==> src/ebus_consts.svh <==
`ifndef EBUS_CONSTS_SVH
`define EBUS_CONSTS_SVH

// EBUS word and its halves
`define EBUS_WIDTH 36
`define HALF_WIDTH 18
`define FUNC_WIDTH 7

// bus sources and the register file inside each one
`define NUM_SOURCES 4
`define SRC_REGS 4

// APB port widths
`define APB_ADDR_WIDTH 12
`define APB_DATA_WIDTH 32

// APB register map
`define ADDR_DIAG 12'h000
`define ADDR_EXT 12'h004
`define ADDR_EBUS_LO 12'h008
`define ADDR_EBUS_HI 12'h00C

// source n, register r lives at ADDR_SRC_BASE + n*SRC_STRIDE + 4*r
`define ADDR_SRC_BASE 12'h100
`define SRC_STRIDE 12'h020

// bits of an EBUS word that do not fit in one APB data word
`define EXT_WIDTH (`EBUS_WIDTH - `APB_DATA_WIDTH)

`endif

==> src/ebusPkg.sv <==
`include "ebus_consts.svh"

// types shared by everything that sits on the EBUS
package ebusPkg;

  // full 36-bit diagnostic bus word
  typedef logic [`EBUS_WIDTH-1:0] ebusWordT;

  // half-word payload, used by sources that only carry 18 bits
  typedef logic [`HALF_WIDTH-1:0] ebusHalfT;

  // diagnostic function code written by the host
  typedef logic [`FUNC_WIDTH-1:0] diagFuncT;

  // selects one register inside a source unit
  typedef logic [$clog2(`SRC_REGS)-1:0] srcRegIdxT;

  // one bit per source, used for write enables and driving flags
  typedef logic [`NUM_SOURCES-1:0] srcMaskT;

  // index of a source unit
  typedef logic [$clog2(`NUM_SOURCES)-1:0] srcIdxT;

  // extension bits that sit above the APB data word
  typedef logic [`EXT_WIDTH-1:0] ebusExtT;

endpackage

==> src/apbPkg.sv <==
`include "ebus_consts.svh"

// types that describe the APB side of the diagnostic port
package apbPkg;

  typedef logic [`APB_ADDR_WIDTH-1:0] apbAddrT;

  typedef logic [`APB_DATA_WIDTH-1:0] apbDataT;

  // decoded register behind an APB address
  typedef enum logic [2:0] {
    regNone,
    regDiag,
    regExt,
    regEbusLo,
    regEbusHi,
    regSrc
  } apbRegT;

  // byte offset inside one source window
  typedef logic [$clog2(`SRC_STRIDE)-1:0] apbSrcOffT;

endpackage

==> src/apbEbusPort.sv <==
`timescale 1ns/1ps
`include "ebus_consts.svh"

module apbEbusPort import ebusPkg::*, apbPkg::*; (
  input  logic      clk,
  input  logic      rst,
  input  logic      PSEL,
  input  logic      PENABLE,
  input  logic      PWRITE,
  input  apbAddrT   PADDR,
  input  apbDataT   PWDATA,
  input  ebusWordT  ebusQ,
  output apbDataT   PRDATA,
  output logic      PREADY,
  output logic      PSLVERR,
  output diagFuncT  diagFunc,
  output srcMaskT   srcWrEn,
  output srcRegIdxT wrReg,
  output ebusWordT  wrWord
);

  localparam int STRIDE_BITS = $clog2(`SRC_STRIDE);
  localparam int WIN_END = `ADDR_SRC_BASE + `NUM_SOURCES * `SRC_STRIDE;

  apbRegT    regSel;
  apbAddrT   srcAddr;
  apbSrcOffT srcOff;
  srcIdxT    srcIdx;
  logic      access;
  logic      badDir;
  logic      err;
  diagFuncT  diagQ;
  ebusExtT   extQ;
  ebusExtT   hiHold;

  assign access = PSEL && PENABLE;

  // position inside the source window, split into source and register fields
  assign srcAddr = PADDR - `ADDR_SRC_BASE;
  assign srcOff = srcAddr[STRIDE_BITS-1:0];
  assign srcIdx = srcAddr[STRIDE_BITS +: $bits(srcIdxT)];
  assign wrReg = srcOff[2 +: $bits(srcRegIdxT)];

  always_comb begin
    regSel = regNone;
    if (PADDR == `ADDR_DIAG) regSel = regDiag;
    else if (PADDR == `ADDR_EXT) regSel = regExt;
    else if (PADDR == `ADDR_EBUS_LO) regSel = regEbusLo;
    else if (PADDR == `ADDR_EBUS_HI) regSel = regEbusHi;
    else if (PADDR >= `ADDR_SRC_BASE && int'(PADDR) < WIN_END &&
             int'(srcOff) < 4 * `SRC_REGS && srcOff[1:0] == 2'b00)
      regSel = regSrc;
  end

  // readback registers cannot be written, everything else cannot be read
  assign badDir = PWRITE ? (regSel == regEbusLo || regSel == regEbusHi)
                         : (regSel == regDiag || regSel == regExt || regSel == regSrc);
  assign err = (regSel == regNone) || badDir;

  // zero wait states, so every access phase completes at once
  assign PREADY = access;
  assign PSLVERR = access && err;

  always_comb begin
    PRDATA = '0;
    if (access && !PWRITE) begin
      if (regSel == regEbusLo) PRDATA = ebusQ[`APB_DATA_WIDTH-1:0];
      else if (regSel == regEbusHi) PRDATA = apbDataT'(hiHold);
    end
  end

  always_ff @(posedge clk) begin
    if (rst) begin
      diagQ <= '0;
      extQ <= '0;
      hiHold <= '0;
    end else if (access && !err) begin
      if (PWRITE && regSel == regDiag) diagQ <= diagFuncT'(PWDATA);
      if (PWRITE && regSel == regExt) extQ <= ebusExtT'(PWDATA);
      // the low-half read freezes the matching high bits for a later read
      if (!PWRITE && regSel == regEbusLo) hiHold <= ebusQ[`EBUS_WIDTH-1:`APB_DATA_WIDTH];
    end
  end

  assign diagFunc = diagQ;
  assign wrWord = {extQ, PWDATA};
  assign srcWrEn = (access && PWRITE && regSel == regSrc) ? srcMaskT'(1) << srcIdx : '0;

endmodule

==> src/ebusSource.sv <==
`timescale 1ns/1ps
`include "ebus_consts.svh"

module ebusSource import ebusPkg::*; #(
  parameter type payloadT = ebusWordT,
  parameter int FUNC_BASE = 0,
  parameter int FUNC_SPAN = 16
) (
  input  logic      clk,
  input  logic      rst,
  input  diagFuncT  diagFunc,
  input  logic      wrEn,
  input  srcRegIdxT wrReg,
  input  ebusWordT  wrWord,
  output logic      driving,
  output ebusWordT  data
);

  localparam int FUNC_END = FUNC_BASE + FUNC_SPAN;

  payloadT   regs [`SRC_REGS];
  srcRegIdxT rdReg;

  // host writes keep only the low bits that fit this unit's payload
  always_ff @(posedge clk) begin
    if (rst) begin
      for (int i = 0; i < `SRC_REGS; i++) begin
        regs[i] <= '0;
      end
    end else if (wrEn) begin
      regs[wrReg] <= payloadT'(wrWord);
    end
  end

  // this unit owns the bus for its own range of function codes
  assign driving = (int'(diagFunc) >= FUNC_BASE) && (int'(diagFunc) < FUNC_END);

  // the low two bits of the function code pick the register
  assign rdReg = diagFunc[$bits(srcRegIdxT)-1:0];

  always_comb begin
    data = '0;
    if (driving) data = ebusWordT'(regs[rdReg]);
  end

endmodule

==> src/ebusMux.sv <==
`timescale 1ns/1ps

module ebusMux import ebusPkg::*; (
  input  logic     clk,
  input  logic     rst,
  input  srcMaskT  driving,
  input  ebusWordT srcData0,
  input  ebusWordT srcData1,
  input  ebusWordT srcData2,
  input  ebusWordT srcData3,
  output ebusWordT ebusQ
);

  ebusWordT ebusNext;

  // source 0 has the highest priority, an idle bus reads as zero
  always_comb begin
    if (driving[0])
      ebusNext = srcData0;
    else if (driving[1])
      ebusNext = srcData1;
    else if (driving[2])
      ebusNext = srcData2;
    else if (driving[3])
      ebusNext = srcData3;
    else
      ebusNext = '0;
  end

  // one register stage between the sources and the readback path
  always_ff @(posedge clk) begin
    if (rst)
      ebusQ <= '0;
    else
      ebusQ <= ebusNext;
  end

endmodule

==> src/ebusTop.sv <==
`timescale 1ns/1ps
`include "ebus_consts.svh"

module ebusTop import ebusPkg::*, apbPkg::*; (
  input  logic    clk,
  input  logic    rst,
  input  logic    PSEL,
  input  logic    PENABLE,
  input  logic    PWRITE,
  input  apbAddrT PADDR,
  input  apbDataT PWDATA,
  output apbDataT PRDATA,
  output logic    PREADY,
  output logic    PSLVERR
);

  diagFuncT  diagFunc;
  srcMaskT   srcWrEn;
  srcRegIdxT wrReg;
  ebusWordT  wrWord;
  srcMaskT   srcDriving;
  ebusWordT  srcData [`NUM_SOURCES];
  ebusWordT  ebusQ;

  apbEbusPort u_port (
    .clk, .rst, .PSEL, .PENABLE, .PWRITE, .PADDR, .PWDATA, .ebusQ,
    .PRDATA, .PREADY, .PSLVERR, .diagFunc, .srcWrEn, .wrReg, .wrWord
  );

  // APR and CON overlap on codes 08..0F and APR wins by priority
  ebusSource #(.payloadT(ebusWordT), .FUNC_BASE('h00), .FUNC_SPAN(16)) u_apr (
    .clk, .rst, .diagFunc, .wrEn(srcWrEn[0]), .wrReg, .wrWord,
    .driving(srcDriving[0]), .data(srcData[0])
  );

  ebusSource #(.payloadT(ebusWordT), .FUNC_BASE('h08), .FUNC_SPAN(16)) u_con (
    .clk, .rst, .diagFunc, .wrEn(srcWrEn[1]), .wrReg, .wrWord,
    .driving(srcDriving[1]), .data(srcData[1])
  );

  // PI only carries a half word
  ebusSource #(.payloadT(ebusHalfT), .FUNC_BASE('h20), .FUNC_SPAN(8)) u_pi (
    .clk, .rst, .diagFunc, .wrEn(srcWrEn[2]), .wrReg, .wrWord,
    .driving(srcDriving[2]), .data(srcData[2])
  );

  ebusSource #(.payloadT(ebusWordT), .FUNC_BASE('h30), .FUNC_SPAN(8)) u_mtr (
    .clk, .rst, .diagFunc, .wrEn(srcWrEn[3]), .wrReg, .wrWord,
    .driving(srcDriving[3]), .data(srcData[3])
  );

  ebusMux u_mux (
    .clk, .rst, .driving(srcDriving),
    .srcData0(srcData[0]), .srcData1(srcData[1]),
    .srcData2(srcData[2]), .srcData3(srcData[3]),
    .ebusQ
  );

endmodule

==> config.mk <==
export PLATFORM = sky130hd
export DESIGN_NAME = ebusTop
export DESIGN_NICKNAME = d
export VERILOG_FILES = /design/src/ebusPkg.sv /design/src/apbPkg.sv /design/src/apbEbusPort.sv /design/src/ebusSource.sv /design/src/ebusMux.sv /design/src/ebusTop.sv
export VERILOG_INCLUDE_DIRS = /design/src /design/src/src
export SDC_FILE = /design/constraint.sdc
export NUM_CORES = 1
export LEC_CHECK = 0
export BUFFER_PORTS_ARGS = -buffer_cell sky130_fd_sc_hd__buf_2
export CORE_MARGIN = 2
export CORE_UTILIZATION = 60
export CTS_CLUSTER_SIZE = 25
export DETAILED_ROUTE_END_ITERATION = 7
export PLACE_DENSITY = 0.79
export SLEW_MARGIN = 25
export SYNTH_ARGS = -nofsm -noshare
export SYNTH_HDL_FRONTEND = slang
export SYNTH_SLANG_ARGS = --single-unit
==> constraint.sdc <==
create_clock -name clk -period 14.4 [get_ports clk]
set_input_delay 4.32 -clock clk [delete_from_list [all_inputs] [get_ports clk]]
set_output_delay 4.32 -clock clk [all_outputs]
set_load 0.02 [all_outputs]
==> qor.csv, run 1 <==
stage,metric,value,unit
sta,whs,455.9,ps
logic_synthesis,ys_types,43,
logic_synthesis,ys_ff_latch,556,
final_layout,utilization,67.73,%
sta,fin_crit,11120,ps
sta,setup_violations,0,
logic_synthesis,async_flop_share,0,%
floorplan,die_w,202.6,um
final_layout,fill_cells,2602,
clock_tree,cts_setup_buffers,0,
power,p_leak,8.587,nW
setup_path,reg2regPathDepth,5,
sta,tightest_slew,1106,ps
logic_synthesis,syn_avg_cell_area,13.60,um^2
floorplan,core,38830,um^2
setup_path,worstReg2RegEnd,u_mux.ebusQ[3]$_SDFF_PP0_,
run_status,status,completed,
sta,max_freq,0.08991,GHz
sta,slew_headroom,26.28,%
global_routing,antenna_found_initial,1,
setup_path,reg2reg_slack,10970,ps
placed_design,gp_congestion,0.8471,
setup_path,crit_path_end,PRDATA[28],
final_layout,drive_above_1_share,18.60,%
sta,setup-tns-final,0,ps
sta,fin_crit_sh,77.24,%
clock_tree,cts.sinks,556,
final_layout,finalNetCount,1832,
logic_synthesis,synth_most_common_cell,nor2_1,
routing,drt_iter0_markers,2228,
clock_tree,clock_path_buffers,3,
setup_path,worstSetupEndpointType,output port,
setup_path,startpoint_type,input pin,
power,ir_drop,0.08875,mV
floorplan,die_area,41050,um^2
logic_synthesis,syn_area,23670,um^2
routing,drc,0,
final_layout,syn_to_final_growth,11.13,%
floorplan,io_pins,83,
clock_tree,postCtsResizedCells,0,
logic_synthesis,synthTopCellsByCount,"nor2_1, edfxtp_1, nand2_1",
logic_synthesis,yosysSeqAreaShare,68.35,%
logic_synthesis,yosysTopAreaCell,edfxtp_1,
logic_synthesis,synth-edff-count,504,
routing,wl_per_cell,26.13,um
logic_synthesis,ys_warn_count,0,
global_routing,first_global_vias,15520,
logic_synthesis,synth_ff_type,edfxtp_1,
clock_tree,cts_tree,done,
clock_tree,clkTransAtPathRegs,60,ps
placed_design,hpwl,32740,um
placed_design,placed_cells,2244,
sta,maxSlewViolCount,0,
final_layout,stdcell_count,2347,
setup_path,cp_data_arrival_time,6800,ps
clock_tree,root_buffer,clkbuf_16,
setup_path,path_class,in -> out,
clock_tree,cts_buffers,55,
routing,viasPerCell,6.549,
clock_tree,cts.hold.buffers_added,0,
clock_tree,htree_levels,2,
setup_path,critPathRequiredTime,10080,ps
clock_tree,clk_latency,610,ps
floorplan,initial_core_util,60.95,%
routing,drt_pass1_iterations,7,
setup_path,cp_max_fo,22,
routing,ant_nets,0,
sta,grt_setup_unrepaired,false,
run,drv_cap,0,
worst_hold_path,holdCritPathClass,reg -> reg,
global_routing,grt_max_degree,75,
global_routing,grt_overflow,0,
global_routing,grtUsageTotal,30.33,%
global_routing,grt_pass1_wl,91760,um
routing,vias,15370,
floorplan,rows,72,
setup_path,crit_path_start,PADDR[6],
power,finalPower,3.340,mW
logic_synthesis,syn_nets,1789,
sta,fin_skew,11.05,ps
power,power_density,127.0,nW/um^2
floorplan,chipHeight,202.6,um
worst_hold_path,hold-path-cell-count,2,
logic_synthesis,synth_top_area_share,63.95,%
sta,hold_viol_final,0,
routing,routed_wl,61340,um
logic_synthesis,syn_inst,1740,
placed_design,io_buffers,82,
logic_synthesis,synth_area_leaders,"edfxtp_1, mux4_2, nor2_1",
==> worst min path at each step <==
stage,slack [ps],startpoint,endpoint
final,460,u_mux.ebusQ[33]$_SDFF_PP0_,u_port.hiHold[1]$_SDFFE_PP0P_
after global routing,480,u_mux.ebusQ[35]$_SDFF_PP0_,u_port.hiHold[3]$_SDFFE_PP0P_
after CTS,460,u_mux.ebusQ[33]$_SDFF_PP0_,u_port.hiHold[1]$_SDFFE_PP0P_
after detailed placement,450,u_mux.ebusQ[33]$_SDFF_PP0_,u_port.hiHold[1]$_SDFFE_PP0P_
after global placement,450,u_mux.ebusQ[32]$_SDFF_PP0_,u_port.hiHold[0]$_SDFFE_PP0P_
after floorplan,430,u_mux.ebusQ[32]$_SDFF_PP0_,u_port.hiHold[0]$_SDFFE_PP0P_
==> registers in the layout, indices dropped and copies added (netlist names), named ones only <==
name and cells:
u_apr.regs 144, u_con.regs 144, u_mtr.regs 144, u_mux.ebusQ 36, u_pi.regs 72, u_port.diagFunc 6, u_port.extQ 4, u_port.hiHold 4
==> placed cells by master, fill, tap and decap left out, drive strengths merged, types with 4 or more instances in the layout <==
| master | instances |
|---|---|
| edfxtp | 504 |
| inv | 4 |
| a221oi | 18 |
| a32o | 11 |
| mux2 | 11 |
| a22oi | 7 |
| nor2 | 537 |
| and3 | 29 |
| buf | 114 |
| nand2 | 126 |
| nand3 | 5 |
| clkinv | 9 |
| nand4 | 12 |
| mux4 | 93 |
| dfxtp | 52 |
| clkbuf | 93 |
| nor3 | 8 |
| or3 | 4 |
| mux2i | 63 |
| o221ai | 22 |
| o21ai | 45 |
| o21a | 11 |
| a21oi | 35 |
==> final cells by class <==
cell class	instances	area (um^2)	area share (%)
Inverter	4	16.27	0.06185
Sequential cell	556	16180	61.53
Antenna cell	1	2.502	0.009515
Multi-Input combinational cell	1052	7111	27.04
Tap cell	518	648.1	2.464
Timing Repair Buffer	114	658.1	2.502
Clock buffer	93	1632	6.204
Clock inverter	9	48.80	0.1855
==> worst max-delay path, cell delays in order <==
cell    delay (ps)
buf_2          240
or4_1          590
nor3_2         770
buf_4          480
and3_1         230
buf_2          170
==> routing by layer <==
layer	share of wire, %	vias to the layer above	wire (um)	global-route usage [%]
li1	-	6473	-	-
met1	37	7596	22450	42.04
met2	47	1138	28820	47.32
met3	13	163	8039	7.014
met4	3.3	0	2025	11.94
met5	0	-	0	0
==> power by group <==
group	switching, mW	leakage (nW)	internal, mW
clock	0.590	0.823	0.767
combinational	0.0971	2.51	0.0364
sequential	0.0208	5.25	1.83
total	0.708	8.59	2.63
==> metrics by stage <==
stage / setup WS [ps] / instance area, um^2
final: 3277 / 26300
after global routing: 3176 / 26300
after CTS: 3258 / 26290
after detailed placement: 3279 / 24610
after global placement: 3310 / 24580
after floorplan: 3994 / 23670
==> cell families after synthesis <==
group	share of synthesized area (%)
buffers and inverters	2.448
DFF	68.35
AOI/OAI and AO/OA	4.298
xor gates and xnor gates	0.03702
and+or+nand+nor	12.83
muxes	12.04
Note: power is estimated with default switching activity, not from simulation.
==> run 2, diff against run 1 <==
ABC_AREA = 1   (was default)
CORE_UTILIZATION = 56   (was 60)
PLACE_DENSITY = 0.77   (was 0.79)
clock period = 9 ns   (was 14.4 ns; I/O delays follow)
==> run 2 against run 1 <==
Effect of this change:
- final area grew 4.5%
- register-to-register slack lost 5200 ps
- sequential power grew 60%
- via count grew 20%
- first-iteration DRC count shrank 5.6%
- non-clock buffer count grew 5
- utilization shrank 5.3 points
- clock power grew 75%
- die area grew 12%
- critical endpoint is now PRDATA[30]
==> qor.csv, run 2 <==
stage,metric,value,unit,change
sta,setup-tns-final,0,ps,unchanged
sta,max_freq,0.1334,GHz,
power,power_frac_comb,4.3,%,+0.3 points
placed_design,placed_cells,2868,,+28%
power,seq_power_share,53.1,%,-2.3 points
logic_synthesis,yosysTopAreaCell,edfxtp_1,,
logic_synthesis,synth_adder_area_share,0,%,unchanged
placed_design,hpwl,33060,um,+0.98%
power,finalPower,5.574,mW,+67%
final_layout,fill_cells,3378,,+30%
clock_tree,htree_levels,2,,unchanged
sta,fin_crit_sh,83.32,%,
setup_path,startpoint_type,input pin,,
logic_synthesis,synth-simple-area-share,18.56,%,+5.7 points
power,power.share.clock,42.6,%,+2.0 points
clock_tree,cts_tree,done,,
clock_tree,postCtsResizedCells,0,,unchanged
setup_path,crit_path_start,PADDR[5],,
floorplan,core,44030,um^2,+13%
sta,setup_violations,0,,unchanged
logic_synthesis,synthMuxAreaShare,0,%,-12 points
logic_synthesis,ys_ff_latch,556,,unchanged
logic_synthesis,synth_top_family_by_area,simple AND/OR/NAND/NOR gates,,
final_layout,drive_above_1_share,13.61,%,-5.0 points
logic_synthesis,synth-edff-count,504,,unchanged
sta,fin_crit,7498,ps,
final_layout,finalNetCount,2382,,+30%
final_layout,utilization,62.41,%,-5.3 points
run_status,status,completed,,
placed_design,io_buffers,82,,unchanged
power,power.switching,1.203,mW,+70%
clock_tree,root_buffer,clkbuf_16,,
power,switching_share,21.58,%,+0.39 points
logic_synthesis,synth_top_area_share,60.92,%,-3.0 points
worst_hold_path,hp-start,u_mux.ebusQ[33]$_SDFF_PP0_,,
clock_tree,cts_buffers,55,,unchanged
routing,viasPerCell,6.206,,-5.2%
run,drv_cap,0,,unchanged
power,p_leak,9.525,nW,+11%
routing,drt_pass1_iterations,5,,-2
final_layout,stdcell_count,2974,,+27%
setup_path,cp_max_fo,23,,+4.5%
global_routing,grtUsageTotal,28.97,%,-1.4 points
sta,tightest_slew,1100,ps,-5.958 ps
floorplan,die_w,214.6,um,+5.9%
floorplan,io_pins,83,,unchanged
logic_synthesis,syn_avg_cell_area,10.46,um^2,-23%
global_routing,antenna_found_initial,2,,+1
setup_path,worstSetupEndpointType,output port,,
sta,fin_skew,22.02,ps,+10.96 ps
final_layout,largest_registers,"u_apr.regs (144), u_con.regs (144), u_mtr.regs (144)",,
logic_synthesis,syn_area,24840,um^2,+5.0%
logic_synthesis,synth-xor-area-share,0,%,-0.037 points
clock_tree,cts.sinks,556,,unchanged
sta,grt_setup_unrepaired,false,,
final_layout,syn_to_final_growth,10.60,%,
sta,worst_slack,1502,ps,-1776 ps
final_layout,layout_commonest_cell,edfxtp_1,,
logic_synthesis,syn_nets,2424,,+35%
worst_hold_path,holdCritPathClass,reg -> reg,,
power,ir_drop,0.1550,mV,+75%
logic_synthesis,ys_types,32,,-26%
logic_synthesis,synth-compound-area-share,10.36,%,+6.1 points
logic_synthesis,syn_inst,2375,,+36%
power,power_density,202.9,nW/um^2,+60%
global_routing,grt_pass1_wl,103400,um,+13%
floorplan,chipHeight,214.6,um,+5.9%
logic_synthesis,synthTopCellsByCount,"edfxtp_1, nor2_1, o21ai_0",,
routing,wl_per_cell,22.61,um,-13%
placed_design,post-place-ws,1539,ps,-1740 ps
clock_tree,clkTransAtPathRegs,70,ps,about the same
logic_synthesis,synth_area_leaders,"edfxtp_1, nor2_1, o21ai_0",,
clock_tree,clock_path_buffers,3,,unchanged
setup_path,critPathRequiredTime,6300,ps,-3780 ps
floorplan,die_area,46060,um^2,+12%
placed_design,gp_congestion,0.8585,,+1.3%
final_layout,layout_common_cells,"edfxtp_1, nor2_1, o21ai_0",,
routing,ant_nets,0,,unchanged
routing,routed_wl,67260,um,+9.7%
routing,vias,18460,,+20%
sta,hold_viol_final,0,,unchanged
setup_path,cp_data_arrival_time,4800,ps,-2000 ps
floorplan,initial_core_util,56.43,%,-4.5 points
clock_tree,cts.hold.buffers_added,0,,unchanged
global_routing,first_global_vias,18480,,+19%
floorplan,rows,77,,+6.9%
logic_synthesis,synth_most_common_cell,edfxtp_1,,
power,p_int,4.371,mW,+66%
sta,maxSlewViolCount,0,,unchanged
logic_synthesis,ys_warn_count,0,,unchanged
logic_synthesis,synth_ff_type,edfxtp_1,,
logic_synthesis,async_flop_share,0,%,unchanged
sta,slew_headroom,26.67,%,+0.40 points
routing,drc,0,,unchanged
routing,drt_iter0_markers,2103,,-5.6%
setup_path,path_class,in -> out,,
logic_synthesis,yosysSeqAreaShare,65.11,%,-3.2 points
clock_tree,clk_latency,620,ps,about the same
global_routing,grt_max_degree,141,,+88%
global_routing,grt_overflow,0,,unchanged
clock_tree,cts_setup_buffers,0,,unchanged
==> run 2: changes by cell type after synthesis, sizes merged, moves of 63 or more <==
cell / previous run / this run
clkbuf: 89 / 186
inv: 4 / 143
mux2i: 63 / 0
mux4: 93 / 0
nand3: 5 / 78
nor2: 537 / 467
nor3: 8 / 289
o21ai: 45 / 280
o22ai: 0 / 90
==> run 2: through the flow <==
step | cell area (um^2) | hold WS, ps
after floorplan | 24840 | 430.6
after global placement | 25590 | 442.4
after CTS | 27470 | 459.2
after detailed placement | 25600 | 467.0
after global routing | 27480 | 482.6
final | 27480 | 453.0
==> run 2: power groups by stage <==
stage / Clock [mW] / Sequential, mW / Combinational [mW]
CTS: 2.38 / 2.96 / 0.235
global placement: 0 / 3.01 / 0.229
global route: 2.48 / 2.97 / 0.253
detailed placement: 0 / 3.01 / 0.234
floorplan: 0 / 3.01 / 0.135
finish: 2.38 / 2.96 / 0.238
==> run 2: path summary, 6_finish.rpt <==
| check | end | slack [ps] | depth (start not counted) |
|---|---|---|---|
| max | PRDATA[30] | 1500 | 8 |
| min | u_port.hiHold[1]$_SDFFE_PP0P_ | 450 | 2 |
| max reg2reg | u_mux.ebusQ[26]$_SDFF_PP0_ | 5790 | 8 |
| min reg2reg | u_port.hiHold[1]$_SDFFE_PP0P_ | 450 | 2 |
==> run 2: layout make-up <==
class                           count  area, um^2  share of cell area, %
Tap cell                          592       740.7                  2.696
Antenna cell                        2       5.005                0.01821
Clock inverter                     20       262.8                 0.9562
Multi-Input combinational cell   1442        7373                  26.83
Inverter                          159       610.6                  2.222
Timing Repair Buffer              119       695.7                  2.532
Sequential cell                   556       16180                  58.90
Clock buffer                       84        1607                  5.847
==> run 2: cells by family after synthesis <==
family          count (synthesis)
simple gates                  976
flops                         556
compound gates                466
buf+inv                       377
==> run 2: layer usage <==
layer	routed length (um)	global-route usage, %	vias up	share of wire [%]
met3	7046	4.922	209	10
met4	2752	12.66	0	4.1
met2	33140	50.34	1089	49
li1	-	-	8267	-
met1	24320	35.80	8891	36
met5	0	0	-	0
==> run 2: critical path, stage by stage <==
cell     delay [ps]
buf_2           170
nor2_4          180
nand2_2          90
nor2_4          130
nand4_1         650
buf_4           550
nor2_1          140
buf_2           170
==> run 3, diff against run 2 <==
clock period = 6.3 ns   (was 9 ns; I/O delays follow)
==> run 3 against run 2 <==
Effect of this change:
- utilization rose by 0.17 points
- first-iteration DRC count is 10% higher
- clock-buffer cell count shrank 8
- register-to-register slack got worse by 2700 ps
- final area up 0.28%
- final cell count increased by 0.13%
- global-route usage down 1.0 points
- clock power up 42%
- worst setup slack worse by 400 ps
- routed wire length shrank 3.4%
- sequential power up 43%
==> qor.csv, run 3 (same netlist as run 2, synthesis figures left out) <==
stage,metric,value,unit,change
clock_tree,cts.sinks,556,,unchanged
setup_path,critPathRequiredTime,4410,ps,-1890 ps
clock_tree,cts_setup_buffers,0,,unchanged
setup_path,worstSetupEndpointType,output port,,
setup_path,cp_data_arrival_time,3310,ps,-1490 ps
final_layout,layout_commonest_cell,edfxtp_1,,
routing,drt_pass1_iterations,6,,+1
setup_path,worstReg2RegEnd,u_mux.ebusQ[2]$_SDFF_PP0_,,
global_routing,grt_overflow,0,,unchanged
global_routing,first_global_vias,17960,,-2.8%
setup_path,path_class,in -> out,,
routing,vias,18350,,-0.58%
routing,viasPerCell,6.162,,-0.71%
power,finalPower,7.950,mW,+43%
global_routing,grtUsageTotal,27.97,%,-1.0 points
sta,fin_crit_sh,82.51,%,
sta,setup_violations,0,,unchanged
final_layout,largest_registers,"u_apr.regs (144), u_con.regs (144), u_mtr.regs (144)",,
sta,tightest_slew,1098,ps,-1.525 ps
sta,hold_viol_final,0,,unchanged
setup_path,reg2regPathDepth,6,,-2
setup_path,cp_max_fo,10,,-57%
worst_hold_path,hold-path-cell-count,2,,unchanged
clock_tree,clk_latency,610,ps,about the same
placed_design,hpwl,33260,um,+0.59%
final_layout,insertedDiodeCount,0,,-2
setup_path,startpoint_type,input pin,,
final_layout,utilization,62.58,%,+0.17 points
clock_tree,cts_buffers,55,,unchanged
floorplan,chipHeight,214.6,um,unchanged
floorplan,initial_core_util,56.43,%,unchanged
floorplan,core,44030,um^2,unchanged
sta,fin_skew,12.92,ps,-9.100 ps
routing,wl_per_cell,21.82,um,-3.5%
sta,maxSlewViolCount,0,,unchanged
run_status,status,completed,,
final_layout,layout_common_cells,"edfxtp_1, nor2_1, o21ai_0",,
final_layout,final_cell_area,27550,um^2,+0.28%
routing,ant_nets,0,,unchanged
clock_tree,clock_path_buffers,3,,unchanged
worst_hold_path,holdCritPathClass,reg -> reg,,
power,p_leak,9.569,nW,+0.47%
power,ir_drop,0.2573,mV,+66%
placed_design,placed_area,25690,um^2,+0.37%
final_layout,syn_to_final_growth,10.91,%,
floorplan,io_pins,83,,unchanged
global_routing,grt_max_degree,228,,+62%
placed_design,post-place-ws,1103,ps,-435.9 ps
routing,drt_iter0_markers,2314,,+10%
sta,max_freq,0.1924,GHz,
clock_tree,cts_tree,done,,
clock_tree,root_buffer,clkbuf_16,,
final_layout,fill_cells,3404,,+0.77%
final_layout,stdcell_count,2978,,+0.13%
sta,worst_slack,1102,ps,-399.7 ps
routing,drc,0,,unchanged
placed_design,gp_congestion,0.8617,,+0.37%
floorplan,die_area,46060,um^2,unchanged
sta,fin_crit,5198,ps,
setup_path,reg2reg_slack,3070,ps,-2720 ps
sta,whs,454.3,ps,+1.274 ps
sta,grt_setup_unrepaired,false,,
global_routing,grt_pass1_wl,99990,um,-3.3%
placed_design,io_buffers,82,,unchanged
power,power_density,288.5,nW/um^2,+42%
placed_design,placed_cells,2875,,+0.24%
global_routing,antenna_found_initial,0,,-2
sta,setup-tns-final,0,ps,unchanged
worst_hold_path,worstHoldEndpoint,u_port.hiHold[0]$_SDFFE_PP0P_,,
clock_tree,cts.hold.buffers_added,0,,unchanged
run,drv_cap,0,,unchanged
sta,slew_headroom,26.78,%,+0.10 points
floorplan,rows,77,,unchanged
clock_tree,clkTransAtPathRegs,60,ps,about the same
floorplan,die_w,214.6,um,unchanged
final_layout,finalNetCount,2389,,+0.29%
final_layout,drive_above_1_share,13.96,%,+0.34 points
worst_hold_path,hp-start,u_mux.ebusQ[32]$_SDFF_PP0_,,
clock_tree,htree_levels,2,,unchanged
clock_tree,postCtsResizedCells,0,,unchanged
routing,routed_wl,64980,um,-3.4%
## run 3: changes by cell type in the layout (fill, tap and decap cells not counted), sizes merged
cell	previous run	this run
clkinv	28	36
buf	119	126
diode	2	0
inv	144	143
clkbuf	84	76
## run 3: worst max-delay path by stage
| stage | start | to | slack, ps | cells after the start |
|---|---|---|---|---|
| final | PADDR[5] | PRDATA[2] | 1100 | 9 |
| after CTS | PADDR[5] | PRDATA[2] | 1100 | 9 |
| after floorplan | PADDR[5] | u_con.regs[0][0]$_SDFFCE_PN0P_ | 350 | 10 |
| after global routing | PADDR[5] | PRDATA[2] | 940 | 9 |
| after detailed placement | PADDR[5] | PRDATA[2] | 1100 | 9 |
| after global placement | PADDR[5] | PRDATA[0] | 1150 | 9 |
## run 3: layout make-up
cell class / count / area [um^2] / share of cell area [%]
inverter: 159 / 605.6 / 2.198
sequential: 556 / 16180 / 58.73
clock buffer: 76 / 1584 / 5.749
tap: 592 / 740.7 / 2.688
clock inverter: 27 / 277.8 / 1.008
timing repair buffer: 126 / 782.0 / 2.838
multi-input combinational: 1442 / 7381 / 26.79
## run 3: power breakdown
part | internal, mW | switching (mW)
Combinational | 0.0665 | 0.276
Sequential | 4.18 | 0.0451
Clock | 2.00 | 1.39
Total | 6.24 | 1.71
## run 3: worst max-delay path, cell delays in order
cell	delay, ps
buf_2	170
nor2_4	180
nand2_2	90
nor2_4	130
nand4_1	120
buf_4	220
inv_1	180
a32o_1	160
buf_2	160
## run 3: routing by layer
layer	track usage [%]	wire length (um)	share of wire, %
met5	0	0	0
met4	14.14	2841	4.4
met3	4.312	6008	9.2
met2	46.93	32090	49
met1	35.54	24040	37
